`src/ddr4_bus_pkg.sv`:
```
package ddr4_bus_pkg;

    // ========================================================================
    // Command/address bus widths
    // ========================================================================

    // Row/column address A16..A0 with the command field on A16..A14
    parameter int ADDR_WIDTH = 17;
    parameter int BA_WIDTH   = 2;
    parameter int BG_WIDTH   = 2;

    // Second rank is the one that may be mirrored
    parameter int NUM_RANKS  = 2;

    // ========================================================================
    // Bus and per-rank views
    // ========================================================================

    // Raw bus as sampled on the clock edge (24 bits)
    typedef struct packed {
        logic [NUM_RANKS-1:0]  cs_n;
        logic                  act_n;
        logic [ADDR_WIDTH-1:0] adr;
        logic [BA_WIDTH-1:0]   ba;
        logic [BG_WIDTH-1:0]   bg;
    } ca_bus_t;

    // What one rank's devices see after mirroring and masking (21 bits)
    typedef struct packed {
        logic [ADDR_WIDTH-1:0] adr;
        logic [BA_WIDTH-1:0]   ba;
        logic [BG_WIDTH-1:0]   bg;
    } rank_ca_t;

endpackage

```
`src/ddr4_cmd_pkg.sv`:
```
package ddr4_cmd_pkg;

    // ========================================================================
    // Opcodes on A16..A14 (RAS_n, CAS_n, WE_n) with ACT_n high
    // ========================================================================

    parameter logic [2:0] OPC_MRS = 3'b000;
    parameter logic [2:0] OPC_REF = 3'b001;
    parameter logic [2:0] OPC_PRE = 3'b010;
    // Only valid with ACT_n low
    parameter logic [2:0] OPC_ACT = 3'b011;
    parameter logic [2:0] OPC_WR  = 3'b100;
    parameter logic [2:0] OPC_RD  = 3'b101;
    parameter logic [2:0] OPC_ZQC = 3'b110;
    parameter logic [2:0] OPC_NOP = 3'b111;

    // ========================================================================
    // Decoded command
    // ========================================================================

    typedef enum logic [3:0] {
        DSEL    = 4'd0,
        MRS     = 4'd1,
        REF     = 4'd2,
        PRE     = 4'd3,
        ACT     = 4'd4,
        WR      = 4'd5,
        RD      = 4'd6,
        ZQC     = 4'd7,
        NOP     = 4'd8,
        ILLEGAL = 4'd9
    } cmd_e;

    // Column commands drop A13..A11 (A12 BC_n, A11 and A13 unused here)
    parameter logic [ddr4_bus_pkg::ADDR_WIDTH-1:0] COL_ADR_MASK = 17'h1C7FF;

endpackage

```
`src/cmd_decoder.sv`:
```
`timescale 1ns/100ps

module cmd_decoder (
    input  ddr4_bus_pkg::ca_bus_t ca_in,
    output ddr4_cmd_pkg::cmd_e    cmd
);

    // Command field rides on the top three address bits
    logic [2:0] opc;

    assign opc = ca_in.adr[ddr4_bus_pkg::ADDR_WIDTH-1 -: 3];

    // Priority: deselect, then activate, then the opcode table
    always_comb begin
        if (&ca_in.cs_n) begin
            cmd = ddr4_cmd_pkg::DSEL;
        end else if (!ca_in.act_n) begin
            cmd = ddr4_cmd_pkg::ACT;
        end else begin
            case (opc)
                ddr4_cmd_pkg::OPC_MRS: cmd = ddr4_cmd_pkg::MRS;
                ddr4_cmd_pkg::OPC_REF: cmd = ddr4_cmd_pkg::REF;
                ddr4_cmd_pkg::OPC_PRE: cmd = ddr4_cmd_pkg::PRE;
                ddr4_cmd_pkg::OPC_WR:  cmd = ddr4_cmd_pkg::WR;
                ddr4_cmd_pkg::OPC_RD:  cmd = ddr4_cmd_pkg::RD;
                ddr4_cmd_pkg::OPC_ZQC: cmd = ddr4_cmd_pkg::ZQC;
                ddr4_cmd_pkg::OPC_NOP: cmd = ddr4_cmd_pkg::NOP;
                // ACT code with ACT_n high has no meaning
                ddr4_cmd_pkg::OPC_ACT: cmd = ddr4_cmd_pkg::ILLEGAL;
                default:               cmd = ddr4_cmd_pkg::ILLEGAL;
            endcase
        end
    end

endmodule

```
`src/ca_rank_mapper.sv`:
```
`timescale 1ns/100ps

module ca_rank_mapper #(
    parameter bit MIRROR_EN = 1'b0
) (
    input  ddr4_bus_pkg::ca_bus_t                             ca_in,
    input  ddr4_cmd_pkg::cmd_e                                cmd,
    output ddr4_bus_pkg::rank_ca_t [ddr4_bus_pkg::NUM_RANKS-1:0] rank_ca
);

    // ========================================================================
    // Rank 1 mirroring
    // ========================================================================

    logic [ddr4_bus_pkg::ADDR_WIDTH-1:0] mir_adr;
    logic [ddr4_bus_pkg::BA_WIDTH-1:0]   mir_ba;
    logic [ddr4_bus_pkg::BG_WIDTH-1:0]   mir_bg;
    logic                                col_cmd;

    // Odd/even pairs swap on the back side of a mirrored module
    always_comb begin
        mir_adr = ca_in.adr;
        mir_ba  = ca_in.ba;
        mir_bg  = ca_in.bg;
        if (MIRROR_EN) begin
            mir_adr[3]  = ca_in.adr[4];
            mir_adr[4]  = ca_in.adr[3];
            mir_adr[5]  = ca_in.adr[6];
            mir_adr[6]  = ca_in.adr[5];
            mir_adr[7]  = ca_in.adr[8];
            mir_adr[8]  = ca_in.adr[7];
            mir_adr[11] = ca_in.adr[13];
            mir_adr[13] = ca_in.adr[11];
            mir_ba      = {ca_in.ba[0], ca_in.ba[1]};
            mir_bg      = {ca_in.bg[0], ca_in.bg[1]};
        end
    end

    // ========================================================================
    // Column address masking
    // ========================================================================

    // Taken from the decoded command, never from raw opcode bits
    assign col_cmd = (cmd == ddr4_cmd_pkg::WR) || (cmd == ddr4_cmd_pkg::RD);

    always_comb begin
        rank_ca[0].adr = ca_in.adr;
        rank_ca[0].ba  = ca_in.ba;
        rank_ca[0].bg  = ca_in.bg;

        rank_ca[1].adr = mir_adr;
        rank_ca[1].ba  = mir_ba;
        rank_ca[1].bg  = mir_bg;

        // Mask after the swap so both ranks lose the same physical pins
        if (col_cmd) begin
            rank_ca[0].adr = rank_ca[0].adr & ddr4_cmd_pkg::COL_ADR_MASK;
            rank_ca[1].adr = rank_ca[1].adr & ddr4_cmd_pkg::COL_ADR_MASK;
        end
    end

endmodule

```
`src/bus_dir_ctrl.sv`:
```
`timescale 1ns/100ps

module bus_dir_ctrl (
    input  logic                                                c0_ddr4_ck_t,
    input  logic                                                rst_n,
    input  ddr4_cmd_pkg::cmd_e                                  cmd,
    input  ddr4_bus_pkg::rank_ca_t [ddr4_bus_pkg::NUM_RANKS-1:0] rank_ca,
    output ddr4_cmd_pkg::cmd_e                                  cmd_q,
    output ddr4_bus_pkg::rank_ca_t [ddr4_bus_pkg::NUM_RANKS-1:0] rank_ca_q,
    output logic                                                wr_en
);

    // ========================================================================
    // Direction state
    // ========================================================================

    logic wr_en_d;

    // Set by a write, cleared by a read, held otherwise
    always_comb begin
        case (cmd)
            ddr4_cmd_pkg::WR: wr_en_d = 1'b1;
            ddr4_cmd_pkg::RD: wr_en_d = 1'b0;
            default:          wr_en_d = wr_en;
        endcase
    end

    always_ff @(posedge c0_ddr4_ck_t or negedge rst_n) begin
        if (!rst_n) begin
            wr_en <= 1'b0;
        end else begin
            wr_en <= wr_en_d;
        end
    end

    // ========================================================================
    // Output stage
    // ========================================================================

    // One new sample every cycle, no stall
    always_ff @(posedge c0_ddr4_ck_t or negedge rst_n) begin
        if (!rst_n) begin
            cmd_q     <= ddr4_cmd_pkg::DSEL;
            rank_ca_q <= '0;
        end else begin
            cmd_q     <= cmd;
            rank_ca_q <= rank_ca;
        end
    end

endmodule

```
`src/ddr4_cmd_monitor.sv`:
```
`timescale 1ns/100ps

module ddr4_cmd_monitor #(
    parameter bit MIRROR_EN = 1'b1
) (
    input  logic                                                c0_ddr4_ck_t,
    input  logic                                                rst_n,
    input  ddr4_bus_pkg::ca_bus_t                               ca_in,
    output ddr4_cmd_pkg::cmd_e                                  cmd_q,
    output ddr4_bus_pkg::rank_ca_t [ddr4_bus_pkg::NUM_RANKS-1:0] rank_ca_q,
    output logic                                                wr_en
);

    // Combinational decode and rank views, same cycle as the bus
    ddr4_cmd_pkg::cmd_e                                  cmd;
    ddr4_bus_pkg::rank_ca_t [ddr4_bus_pkg::NUM_RANKS-1:0] rank_ca;

    // ========================================================================
    // Decode
    // ========================================================================

    cmd_decoder i_cmd_decoder (
        .ca_in (ca_in),
        .cmd   (cmd)
    );

    // ========================================================================
    // Per-rank address, bank and bank group
    // ========================================================================

    ca_rank_mapper #(
        .MIRROR_EN (MIRROR_EN)
    ) i_ca_rank_mapper (
        .ca_in   (ca_in),
        .cmd     (cmd),
        .rank_ca (rank_ca)
    );

    // ========================================================================
    // Registered outputs and write/read direction
    // ========================================================================

    bus_dir_ctrl i_bus_dir_ctrl (
        .c0_ddr4_ck_t (c0_ddr4_ck_t),
        .rst_n        (rst_n),
        .cmd          (cmd),
        .rank_ca      (rank_ca),
        .cmd_q        (cmd_q),
        .rank_ca_q    (rank_ca_q),
        .wr_en        (wr_en)
    );

endmodule

```
`config.mk`:
```
export PLATFORM = sky130hd
export DESIGN_NAME = ddr4_cmd_monitor
export DESIGN_NICKNAME = d
export VERILOG_FILES = /design/src/ddr4_bus_pkg.sv /design/src/ddr4_cmd_pkg.sv /design/src/cmd_decoder.sv /design/src/ca_rank_mapper.sv /design/src/bus_dir_ctrl.sv /design/src/ddr4_cmd_monitor.sv
export SDC_FILE = /design/constraint.sdc
export NUM_CORES = 1
export LEC_CHECK = 0
export BUFFER_PORTS_ARGS = -buffer_cell sky130_fd_sc_hd__buf_2
export CAP_MARGIN = 20
export CORE_MARGIN = 2
export CORE_UTILIZATION = 39
export CTS_BUF_LIST = sky130_fd_sc_hd__clkbuf_8 sky130_fd_sc_hd__clkbuf_16
export DETAILED_ROUTE_END_ITERATION = 16
export GPL_ROUTABILITY_DRIVEN = 0
export PLACE_DENSITY = 0.78
export SLEW_MARGIN = 10
export SYNTH_ARGS = -nofsm -noshare
export SYNTH_HDL_FRONTEND = slang
export SYNTH_SLANG_ARGS = --single-unit
```
`constraint.sdc`:
```
create_clock -name c0_ddr4_ck_t -period 0.95 [get_ports c0_ddr4_ck_t]
set_input_delay 0.095 -clock c0_ddr4_ck_t [delete_from_list [all_inputs] [get_ports c0_ddr4_ck_t]]
set_output_delay 0.095 -clock c0_ddr4_ck_t [all_outputs]
set_load 0.02 [all_outputs]
```
==> results of run 1 <==
layer usage:
metal  vias up  part of all wire  global-route usage
li1        353                 -                   -
met1       352              0.34              0.1434
met2        40              0.57              0.2967
met3         0             0.087             0.03611
met4         0                 0             0.03846
met5         -                 0                   0
through the flow:
step / utilization / setup TNS [ps] / hold WS, ps / instance area, µm² / total power, W
2_1_floorplan: - / -174.0 / -200.6 / 985.9 / 0.001482
3_3_place_gp: 0.5275 / -1022 / 95.28 / 1271 / 0.001624
3_5_place_dp: 0.5275 / -1573 / 100.8 / 1271 / 0.001638
4_1_cts: 0.6334 / 0 / 31.11 / 1526 / 0.002395
5_1_grt: 0.6516 / -120.6 / 18.63 / 1570 / 0.002507
6_report: 0.6516 / -12.87 / 31.36 / 1570 / 0.002372
sequential cells by signal, summed over array words and instances (netlist names):
| name | cells |
|---|---|
| i_bus_dir_ctrl.wr_en | 1 |
| i_bus_dir_ctrl.rank_ca_q | 21 |
| i_bus_dir_ctrl.cmd_q | 4 |
cells in the mapped netlist, drive strengths merged:
master  instances  area (µm²)
buf            21       157.7
and2b           1       8.760
or2b            1       7.510
nor2            2       7.510
inv             2       7.510
xnor2           1       8.760
o21a            1       7.510
a22oi           1       7.510
o31a            1       8.760
a21boi          3       22.52
ha              3       37.54
mux2i           1       10.01
nor3            1       5.000
dfrtp          26       650.6
a311o           1       10.01
a21bo           1       16.27
power groups by stage:
stage | logic, W | registers (W) | clock network, W
after floorplan | 0.000189 | 0.00129 | 0
after global placement | 0.000417 | 0.00121 | 0
after detailed placement | 0.000427 | 0.00121 | 0
after CTS | 0.000494 | 0.00119 | 0.000712
after global routing | 0.000547 | 0.00120 | 0.000761
final | 0.000507 | 0.00119 | 0.000675
cells in the final DEF (no fill, tap or decap), drive strengths merged:
cell / n
a311o: 1
o31a: 1
a21bo: 1
a22oi: 1
clkbuf: 4
inv: 2
or2b: 1
and2b: 1
a21boi: 3
nor2: 2
xnor2: 1
nor3: 1
mux2i: 1
dfrtp: 26
ha: 3
o21a: 1
dlygate4sd3: 18
buf: 79
layout make-up:
type                       instances  area (µm²)  area share
timing repair buffer              97       640.6      0.4080
sequential                        26       650.6      0.4143
clock buffer                       4       55.05     0.03506
multi-input combinational         18       178.9      0.1139
tap                               30       37.54     0.02390
inverter                           2       7.507    0.004781
worst max path at each step:
stage	cells past startpoint	slack, ps	endpoint	from
after CTS	5	0.8	i_bus_dir_ctrl.wr_en$_DFFE_PN0P_	ca_in[18]
after global placement	5	-330	i_bus_dir_ctrl.wr_en$_DFFE_PN0P_	ca_in[18]
final	5	-10	i_bus_dir_ctrl.wr_en$_DFFE_PN0P_	ca_in[18]
after detailed placement	5	-370	i_bus_dir_ctrl.wr_en$_DFFE_PN0P_	ca_in[18]
after global routing	5	-40	i_bus_dir_ctrl.wr_en$_DFFE_PN0P_	ca_in[18]
after floorplan	4	-150	i_bus_dir_ctrl.wr_en$_DFFE_PN0P_	ca_in[18]
cell families after synthesis:
kind of cell	count (synthesis)
adders and majority gates	3
muxes	1
and+or+nand+nor	5
buffers and inverters	23
xor gates and xnor gates	1
DFF	26
AOI/OAI and AO/OA	8
repair_timing:
action	in CTS	in global routing
gates cloned	0	0
resized for setup	6	11
hold buffers	18	0
buffers inserted	0	1
endpoints found under the setup margin	4	8
pin swaps	1	0
hold endpoints to repair	43	0
==> results.md, run 1 <==
- R2R Path End: i_bus_dir_ctrl.wr_en$_DFFE_PN0P_
- Setup WS pre-CTS: -368.1 ps
- Sequential fraction of the synthesis area: 0.6684
- Reg clk slew, reported paths: 80 ps
- MaxCap Viol Count: 0
- CP required: 1100 ps
- GRT overflow: 0
- Area Overhead vs Synth: 61.31%
- Synth Area in Simple Gates: 0.02956
- CP bufs+invs: 1
- Distinct cells, synth: 16
- Share of cells above drive strength 1: 0.5986
- Final net count: 177
- Initial core utilization: 0.4039
- DRT Wirelength: 2.088 mm
- FF-to-FF Start: i_bus_dir_ctrl.wr_en$_DFFE_PN0P_
- NetSw: 0.0006057 W
- Antenna violations before repair: 0
- Mux contribution to synthesized area: 0.01028
- Die width: 53.96 µm
- Cell count of the worst reg-to-reg path: 2
- Clk Latency, worst-skew pair: 260 ps
- Worst path max stage delay: 270 ps
- Syn avg cell area: 14.53 µm²
- ANT cells: 0
- Critical Path Slowest Stage Cell: a311o_1
- Core area: 2410 µm²
- Unrepaired setup endpoints after global routing: yes
- Setup ws final: -12.87 ps
- WHS Path Cells: 2
- Post-Syn Nets: 96
- DIE AREA: 2912 µm²
- Worst slew pin tran: 326.9 ps
- Dpl cells: 154
- Final cell count without fillers: 177
- Comb power frac: 0.214
- Vias: 745
- Largest family of logic cells by synthesized area: buffers and inverters
- Die Y: 53.96 µm
- Final Max Tran Viols: 0
- R2r setup slk: 10 ps
- Crit path arrival time: 1110 ps
- CTS buffer count: 3
- WL/cell: 11.80 µm
- Period utilisation layout: 1.014
- Placement Rows: 18
- Final Hold Viols: 0
- Max H-tree Level: 1
- Critical path endpoint category: register
- Xor/xnor share of the synthesized area: 0.008997
- CP cell instances: buf_8 -> ha_4 -> or2b_1 -> o31a_1 -> a311o_1
- Hold path endpoint: i_bus_dir_ctrl.cmd_q[2]$_DFF_PN0_
- Adder-cell share of the synthesized area: 0.03856
- CP Launch Type: primary input
- Fin crit period: 962.9 ps
- Failing checks: setup timing
- Max-slew headroom: 0.7778
- Int Power: 0.001766 W
- Final setup viols: 1
- DRT iter0 DRCs: 2
- I/O pins: 73
- Critical-path maximum fanout: 5
- Number of global-route vias before repair: 704
- Worst Hold Class: primary input to register
- First-pass GRT wire length: 3.001 mm
- Post-Syn Area: 973.4 µm²
- Switch share: 0.2553
- Pin count of the biggest net entering global routing: 27
- Worst hold start: ca_in[21]
- Final ANT Viol Nets: 0
- Delay-heaviest family, CP: compound AO/OA/AOI/OAI gates
- GRT Util Overall: 0.1466
- Number of fill cells: 192
- Largest buffer count on any clock path: 2
- Lkg Pwr: 0.8215 nW
- Clock sinks: 26
- Outcome: finished with violations
- Synth Register Bits: 26
- Drt pass-1 iters: 2
- Worst clock skew: 0 ps
- Synth warnings: 0
- Mapped Cells: 67
- Area fraction in compound gates after synthesis: 0.07455
- Root Driver: clkbuf_8
- Pwr Density: 1511 nW/µm²
- DRC Markers: 0
- CTS tree: done
- Sequential Power Share: 0.502
- VDD IR-drop max: 1.057 mV
- Vias per cell: 4.209
- Crit path kind: primary input to register
- F_max: 1039 MHz
- PortBufs: 72
- DP HPWL: 1.501 mm
- Clock Power Share: 0.284
Note: power is estimated with default switching activity, not from simulation.
==> run 2, diff against run 1 <==
- CELL_PAD_IN_SITES_DETAIL_PLACEMENT: default -> 0
- CELL_PAD_IN_SITES_GLOBAL_PLACEMENT: default -> 1
- CORE_UTILIZATION: 39 -> 28
- PLACE_DENSITY: 0.78 -> default
- PLACE_DENSITY_LB_ADDON: default -> 0.1
==> run 2 against run 1 <==
  * The run now ends clean
  * Cell count is 9.0% higher
  * Setup slack improved by 28 ps
  * Combinational power barely moved
  * Clock power grew 3.3%
  * Non-clock buffer count unchanged
  * Register-to-register slack about the same
  * Critical path depth is 2 higher
  * Core utilization is 18 points lower
  * Critical path type unchanged
  * Largest power group unchanged
==> results.md, run 2 (synthesis results as in run 1) <==
- DP HPWL: 1.479 mm
- Critical path depth in cells: 7
- Critical Path Slowest Stage Cell: or2b_1
- Hold path endpoint: i_bus_dir_ctrl.cmd_q[2]$_DFF_PN0_
- Largest regs: i_bus_dir_ctrl.rank_ca_q (21), i_bus_dir_ctrl.cmd_q (4), i_bus_dir_ctrl.wr_en (1)
- Worst Hold Class: primary input to register
- CTS buffer count: 3
- CP cell instances: buf_12 -> ha_4 -> or2b_1 -> buf_6 -> nor3_2 -> buf_4 -> a311o_1
- First-pass GRT wire length: 3.312 mm
- Unrepaired setup endpoints after global routing: yes
- Delay-heaviest family, CP: buffers and inverters
- Largest buffer count on any clock path: 2
- WHS: 23.60 ps
- DRT Wirelength: 2.026 mm
- Outcome: finished clean
- Area Overhead vs Synth: 62.08%
- Final setup viols: 0
- Share of cells above drive strength 1: 0.6054
- CP Launch Type: primary input
- DRT iter0 DRCs: 7
- CP bufs+invs: 3
- Crit path arrival time: 1140 ps
- Critical path endpoint category: register
- Setup TNS: 0 ps
- Initial core utilization: 0.2917
- Final ANT Viol Nets: 0
- Clk Latency, worst-skew pair: 260 ps
- Worst clock skew: 0 ps
- VDD IR-drop max: 0.4090 mV
- Worst path max stage delay: 240 ps
- FF-to-FF Start: i_bus_dir_ctrl.wr_en$_DFFE_PN0P_
- Reg with most FFs: i_bus_dir_ctrl.rank_ca_q
- R2R Path End: i_bus_dir_ctrl.wr_en$_DFFE_PN0P_
- Period utilisation layout: 0.9839
- Drt pass-1 iters: 4
- Root Driver: clkbuf_8
- Worst hold start: ca_in[21]
- Final Hold Viols: 0
- Antenna violations before repair: 0
- Max reg flops: 21
- Crit path kind: primary input to register
- GRT Util Overall: 0.1080
- Placement Rows: 21
- R2r setup slk: 20 ps
- Reg clk slew, reported paths: 90 ps
- GRT overflow: 0
- PortBufs: 72
- DRC Markers: 0
- F_max: 1070 MHz
- Vias: 740
- Final net count: 177
- CP required: 1160 ps
- Cell count of the worst reg-to-reg path: 2
- Core area: 3337 µm²
- Number of global-route vias before repair: 724
- MaxCap Viol Count: 0
- Commonest cells after routing, fill and taps aside: buf_2, dfrtp_1, dlygate4sd3_1
- I/O pins: 73
- CTS tree: done
- Final cell count without fillers: 193
- Placed cell areas: 1306 µm²
- Die width: 62.96 µm
- Pwr Density: 1515 nW/µm²
- ANT cells: 0
- Final Total Pwr: 0.002391 W
- WHS Path Cells: 2
- Critical-path maximum fanout: 5
- Final Max Tran Viols: 0
- Dpl cells: 172
- Vias per cell: 3.834
- Worst slew pin tran: 324.4 ps
- DIE AREA: 3964 µm²
- Commonest non-fill, non-tap cell in the layout: buf_2
- Clock sinks: 26
- Post-route cell area: 1578 µm²
- Die Y: 62.96 µm
- Max H-tree Level: 1
- Pin count of the biggest net entering global routing: 27
- Lkg Pwr: 0.8177 nW
- Max-slew headroom: 0.7838
- WL/cell: 10.50 µm
- Fin crit period: 934.7 ps
run 2: cell types whose count changed in the layout (fill, tap and decap cells not counted), moves of 3 or more:
cell,delta
buf_2,+5
buf_6,-5
a21boi_0,-3
a21boi_1,+3
run 2: area by class of cell:
class / count / area (µm²)
Multi-Input combinational cell: 18 / 187.7
Clock buffer: 4 / 55.05
Timing Repair Buffer: 97 / 619.3
Sequential cell: 26 / 650.6
Tap cell: 46 / 57.56
Inverter: 2 / 7.507
Fill cell: 330 / 1759
run 2: metal layers:
metal | up-vias | part of all wire | track usage | wire, µm
li1 | 352 | - | - | -
met1 | 348 | 0.36 | 0.1114 | 730
met2 | 38 | 0.55 | 0.2061 | 1107
met3 | 2 | 0.083 | 0.02703 | 169
met4 | 0 | 0.0094 | 0.04167 | 19
met5 | - | 0 | 0 | 0
run 2: worst max-delay path by stage:
| stage | startpoint | end | slack (ps) |
|---|---|---|---|
| floorplan | ca_in[18] | i_bus_dir_ctrl.wr_en$_DFFE_PN0P_ | -150 |
| global placement | ca_in[18] | i_bus_dir_ctrl.wr_en$_DFFE_PN0P_ | -320 |
| detailed placement | ca_in[18] | i_bus_dir_ctrl.wr_en$_DFFE_PN0P_ | -330 |
| CTS | ca_in[19] | i_bus_dir_ctrl.wr_en$_DFFE_PN0P_ | -0.3 |
| global route | ca_in[18] | i_bus_dir_ctrl.wr_en$_DFFE_PN0P_ | -10 |
| finish | ca_in[18] | i_bus_dir_ctrl.wr_en$_DFFE_PN0P_ | 20 |
run 2: worst register-to-register path, delay by kind of cell, from the launching register on:
| family | cells | cell delay, ps |
|---|---|---|
| AOI/OAI and AO/OA | 2 | 420 |
| DFF | 1 | 410 |
run 2: where the power goes:
part           leakage (nW)  switching (W)  internal, W
registers             0.305      0.0000210      0.00116
clock network        0.0288       0.000328     0.000369
logic                 0.484       0.000275     0.000233
run 2: stage by stage:
step / setup WS (ps) / utilization
after floorplan: -151.9 / -
after CTS: -0.3116 / 0.4623
after global routing: -12.11 / 0.4728
after global placement: -318.9 / 0.3915
final: 15.30 / 0.4728
after detailed placement: -332.9 / 0.3915
run 2: timing repair:
action                     in CTS  in global routing
resized for setup               3                 11
pin swaps                       1                  3
setup endpoints to repair       4                  5
setup buffers                   0                  0
hold buffers                   17                  0
hold endpoints to repair       42                  0
==> run 3, diff against run 2 <==
- RECOVER_POWER: default -> 100
==> run 3 against run 2 <==
  * Non-clock buffer count is the same
  * Sequential cell count is the same
  * Hold slack is essentially flat
  * Critical path type unchanged
  * Core utilization is the same
  * Setup slack is the same
  * First-iteration DRC count is the same
  * Register-to-register slack is essentially flat
  * Clock power is essentially flat
  * Critical endpoint unchanged
  * Sequential power is essentially flat
  * Clock-buffer cell count is the same
  * Combinational power is essentially flat
  * Cell count is the same
==> results.md, run 3 (synthesis results as in run 1) <==
- Final setup viols: 0
- Final Total Pwr: 0.002390 W
- Worst clock skew: 0 ps
- Critical Path End: i_bus_dir_ctrl.wr_en$_DFFE_PN0P_
- Lkg Pwr: 0.8175 nW
- Placed cell areas: 1306 µm²
- Final ANT Viol Nets: 0
- FF-to-FF Start: i_bus_dir_ctrl.wr_en$_DFFE_PN0P_
- Clock sinks: 26
- Number of global-route vias before repair: 724
- Number of fill cells: 330
- Antenna violations before repair: 0
- R2r setup slk: 20 ps
- PortBufs: 72
- Largest regs: i_bus_dir_ctrl.rank_ca_q (21), i_bus_dir_ctrl.cmd_q (4), i_bus_dir_ctrl.wr_en (1)
- Reg clk slew, reported paths: 90 ps
- I/O pins: 73
- Final Hold Viols: 0
- Vias per cell: 3.834
- DP HPWL: 1.479 mm
- First-pass GRT wire length: 3.312 mm
- Critical-path maximum fanout: 5
- CP Launch Type: primary input
- Cell count of the worst reg-to-reg path: 2
- CP required: 1160 ps
- Die Y: 62.96 µm
- Pwr Density: 1515 nW/µm²
- Post-route cell area: 1578 µm²
- VDD IR-drop max: 0.4090 mV
- DRC Markers: 0
- F_max: 1070 MHz
- DRT Wirelength: 2.025 mm
- GRT overflow: 0
- ANT cells: 0
- GRT Util Overall: 0.1080
- Pin count of the biggest net entering global routing: 27
- Vias: 740
- Max H-tree Level: 1
- Max reg flops: 21
- Drt pass-1 iters: 4
- Worst Hold Class: primary input to register
- R2R Path End: i_bus_dir_ctrl.wr_en$_DFFE_PN0P_
- Initial core utilization: 0.2917
- MaxCap Viol Count: 0
- Crit path arrival time: 1140 ps
- DRT iter0 DRCs: 7
- Die width: 62.96 µm
- CTS buffer count: 3
- Share of cells above drive strength 1: 0.6054
- Outcome: finished clean
- DIE AREA: 3964 µm²
- Largest buffer count on any clock path: 2
- Worst slew pin tran: 324.3 ps
- CTS tree: done
- Critical path endpoint category: register
- Max-slew headroom: 0.7838
- Reg with most FFs: i_bus_dir_ctrl.rank_ca_q
- Core area: 3337 µm²
- Worst hold start: ca_in[21]
- CP Launch Point: ca_in[18]
- Commonest cells after routing, fill and taps aside: buf_2, dfrtp_1, dlygate4sd3_1
- Commonest non-fill, non-tap cell in the layout: buf_2
- Unrepaired setup endpoints after global routing: yes
- Root Driver: clkbuf_8
- Fin crit period: 934.7 ps
- WL/cell: 10.49 µm
- Period utilisation layout: 0.9839
- Final net count: 177
- Crit path kind: primary input to register
- Area Overhead vs Synth: 62.08%
- Clk Latency, worst-skew pair: 260 ps
- Placement Rows: 21
- Final Max Tran Viols: 0
## run 3: changes by cell type in the layout (fill, tap and decap cells not counted), sizes merged
cell / delta
buf: -1
clkbuf: +1
## run 3: power by group
part	switching, W	internal, W	total, W
Combinational	0.000275	0.000232	0.000507
Sequential	0.0000210	0.00116	0.00119
Clock	0.000328	0.000369	0.000697
## run 3: what timing repair did
item	in CTS	in global routing
setup buffers	0	0
hold endpoints to repair	42	0
gates cloned	0	0
pin swaps	1	3
gates resized for setup	3	11
hold buffers	17	0
setup endpoints to repair	4	5
## run 3: critical path: stages
cell and delay, ps:
buf_12 110, ha_4 140, or2b_1 240, buf_6 130, nor3_2 140, buf_4 150, a311o_1 140
## run 3: metal layers
| layer | up-vias | global-route usage | part of all wire |
|---|---|---|---|
| li1 | 352 | - | - |
| met4 | 0 | 0.04167 | 0.0094 |
| met1 | 348 | 0.1114 | 0.36 |
| met5 | - | 0 | 0 |
| met2 | 38 | 0.2061 | 0.55 |
| met3 | 2 | 0.02703 | 0.083 |
## run 3: worst min-delay path by stage
stage	cells past startpoint	slack, ps	endpoint
6_report	2	20	i_bus_dir_ctrl.cmd_q[2]$_DFF_PN0_
5_1_grt	2	20	i_bus_dir_ctrl.cmd_q[2]$_DFF_PN0_
4_1_cts	2	30	i_bus_dir_ctrl.cmd_q[2]$_DFF_PN0_
3_5_place_dp	2	110	i_bus_dir_ctrl.rank_ca_q[11]$_DFF_PN0_
3_3_place_gp	2	100	i_bus_dir_ctrl.rank_ca_q[11]$_DFF_PN0_
2_1_floorplan	0	-200	i_bus_dir_ctrl.cmd_q[0]$_DFF_PN0_
## run 3: final cells by class
type / instances / area [µm²] / share of cell area
Sequential cell: 26 / 650.6 / 0.4124
Clock buffer: 4 / 55.05 / 0.03489
Inverter: 2 / 7.507 / 0.004758
Timing Repair Buffer: 97 / 619.3 / 0.3925
Tap cell: 46 / 57.56 / 0.03648
Multi-Input combinational cell: 18 / 187.7 / 0.1190
## run 3: stage by stage
step / hold WS, ps / setup slack [ps] / utilization / setup TNS, ps / std cells
2_1_floorplan: -200.6 / -151.9 / - / -174.0 / 67
3_3_place_gp: 102.4 / -318.9 / 0.3915 / -1408 / 172
3_5_place_dp: 106.4 / -332.9 / 0.3915 / -1502 / 172
4_1_cts: 25.62 / -0.3116 / 0.4623 / -0.3116 / 193
5_1_grt: 21.64 / -12.11 / 0.4728 / -29.24 / 193
6_report: 23.61 / 15.30 / 0.4728 / 0 / 193
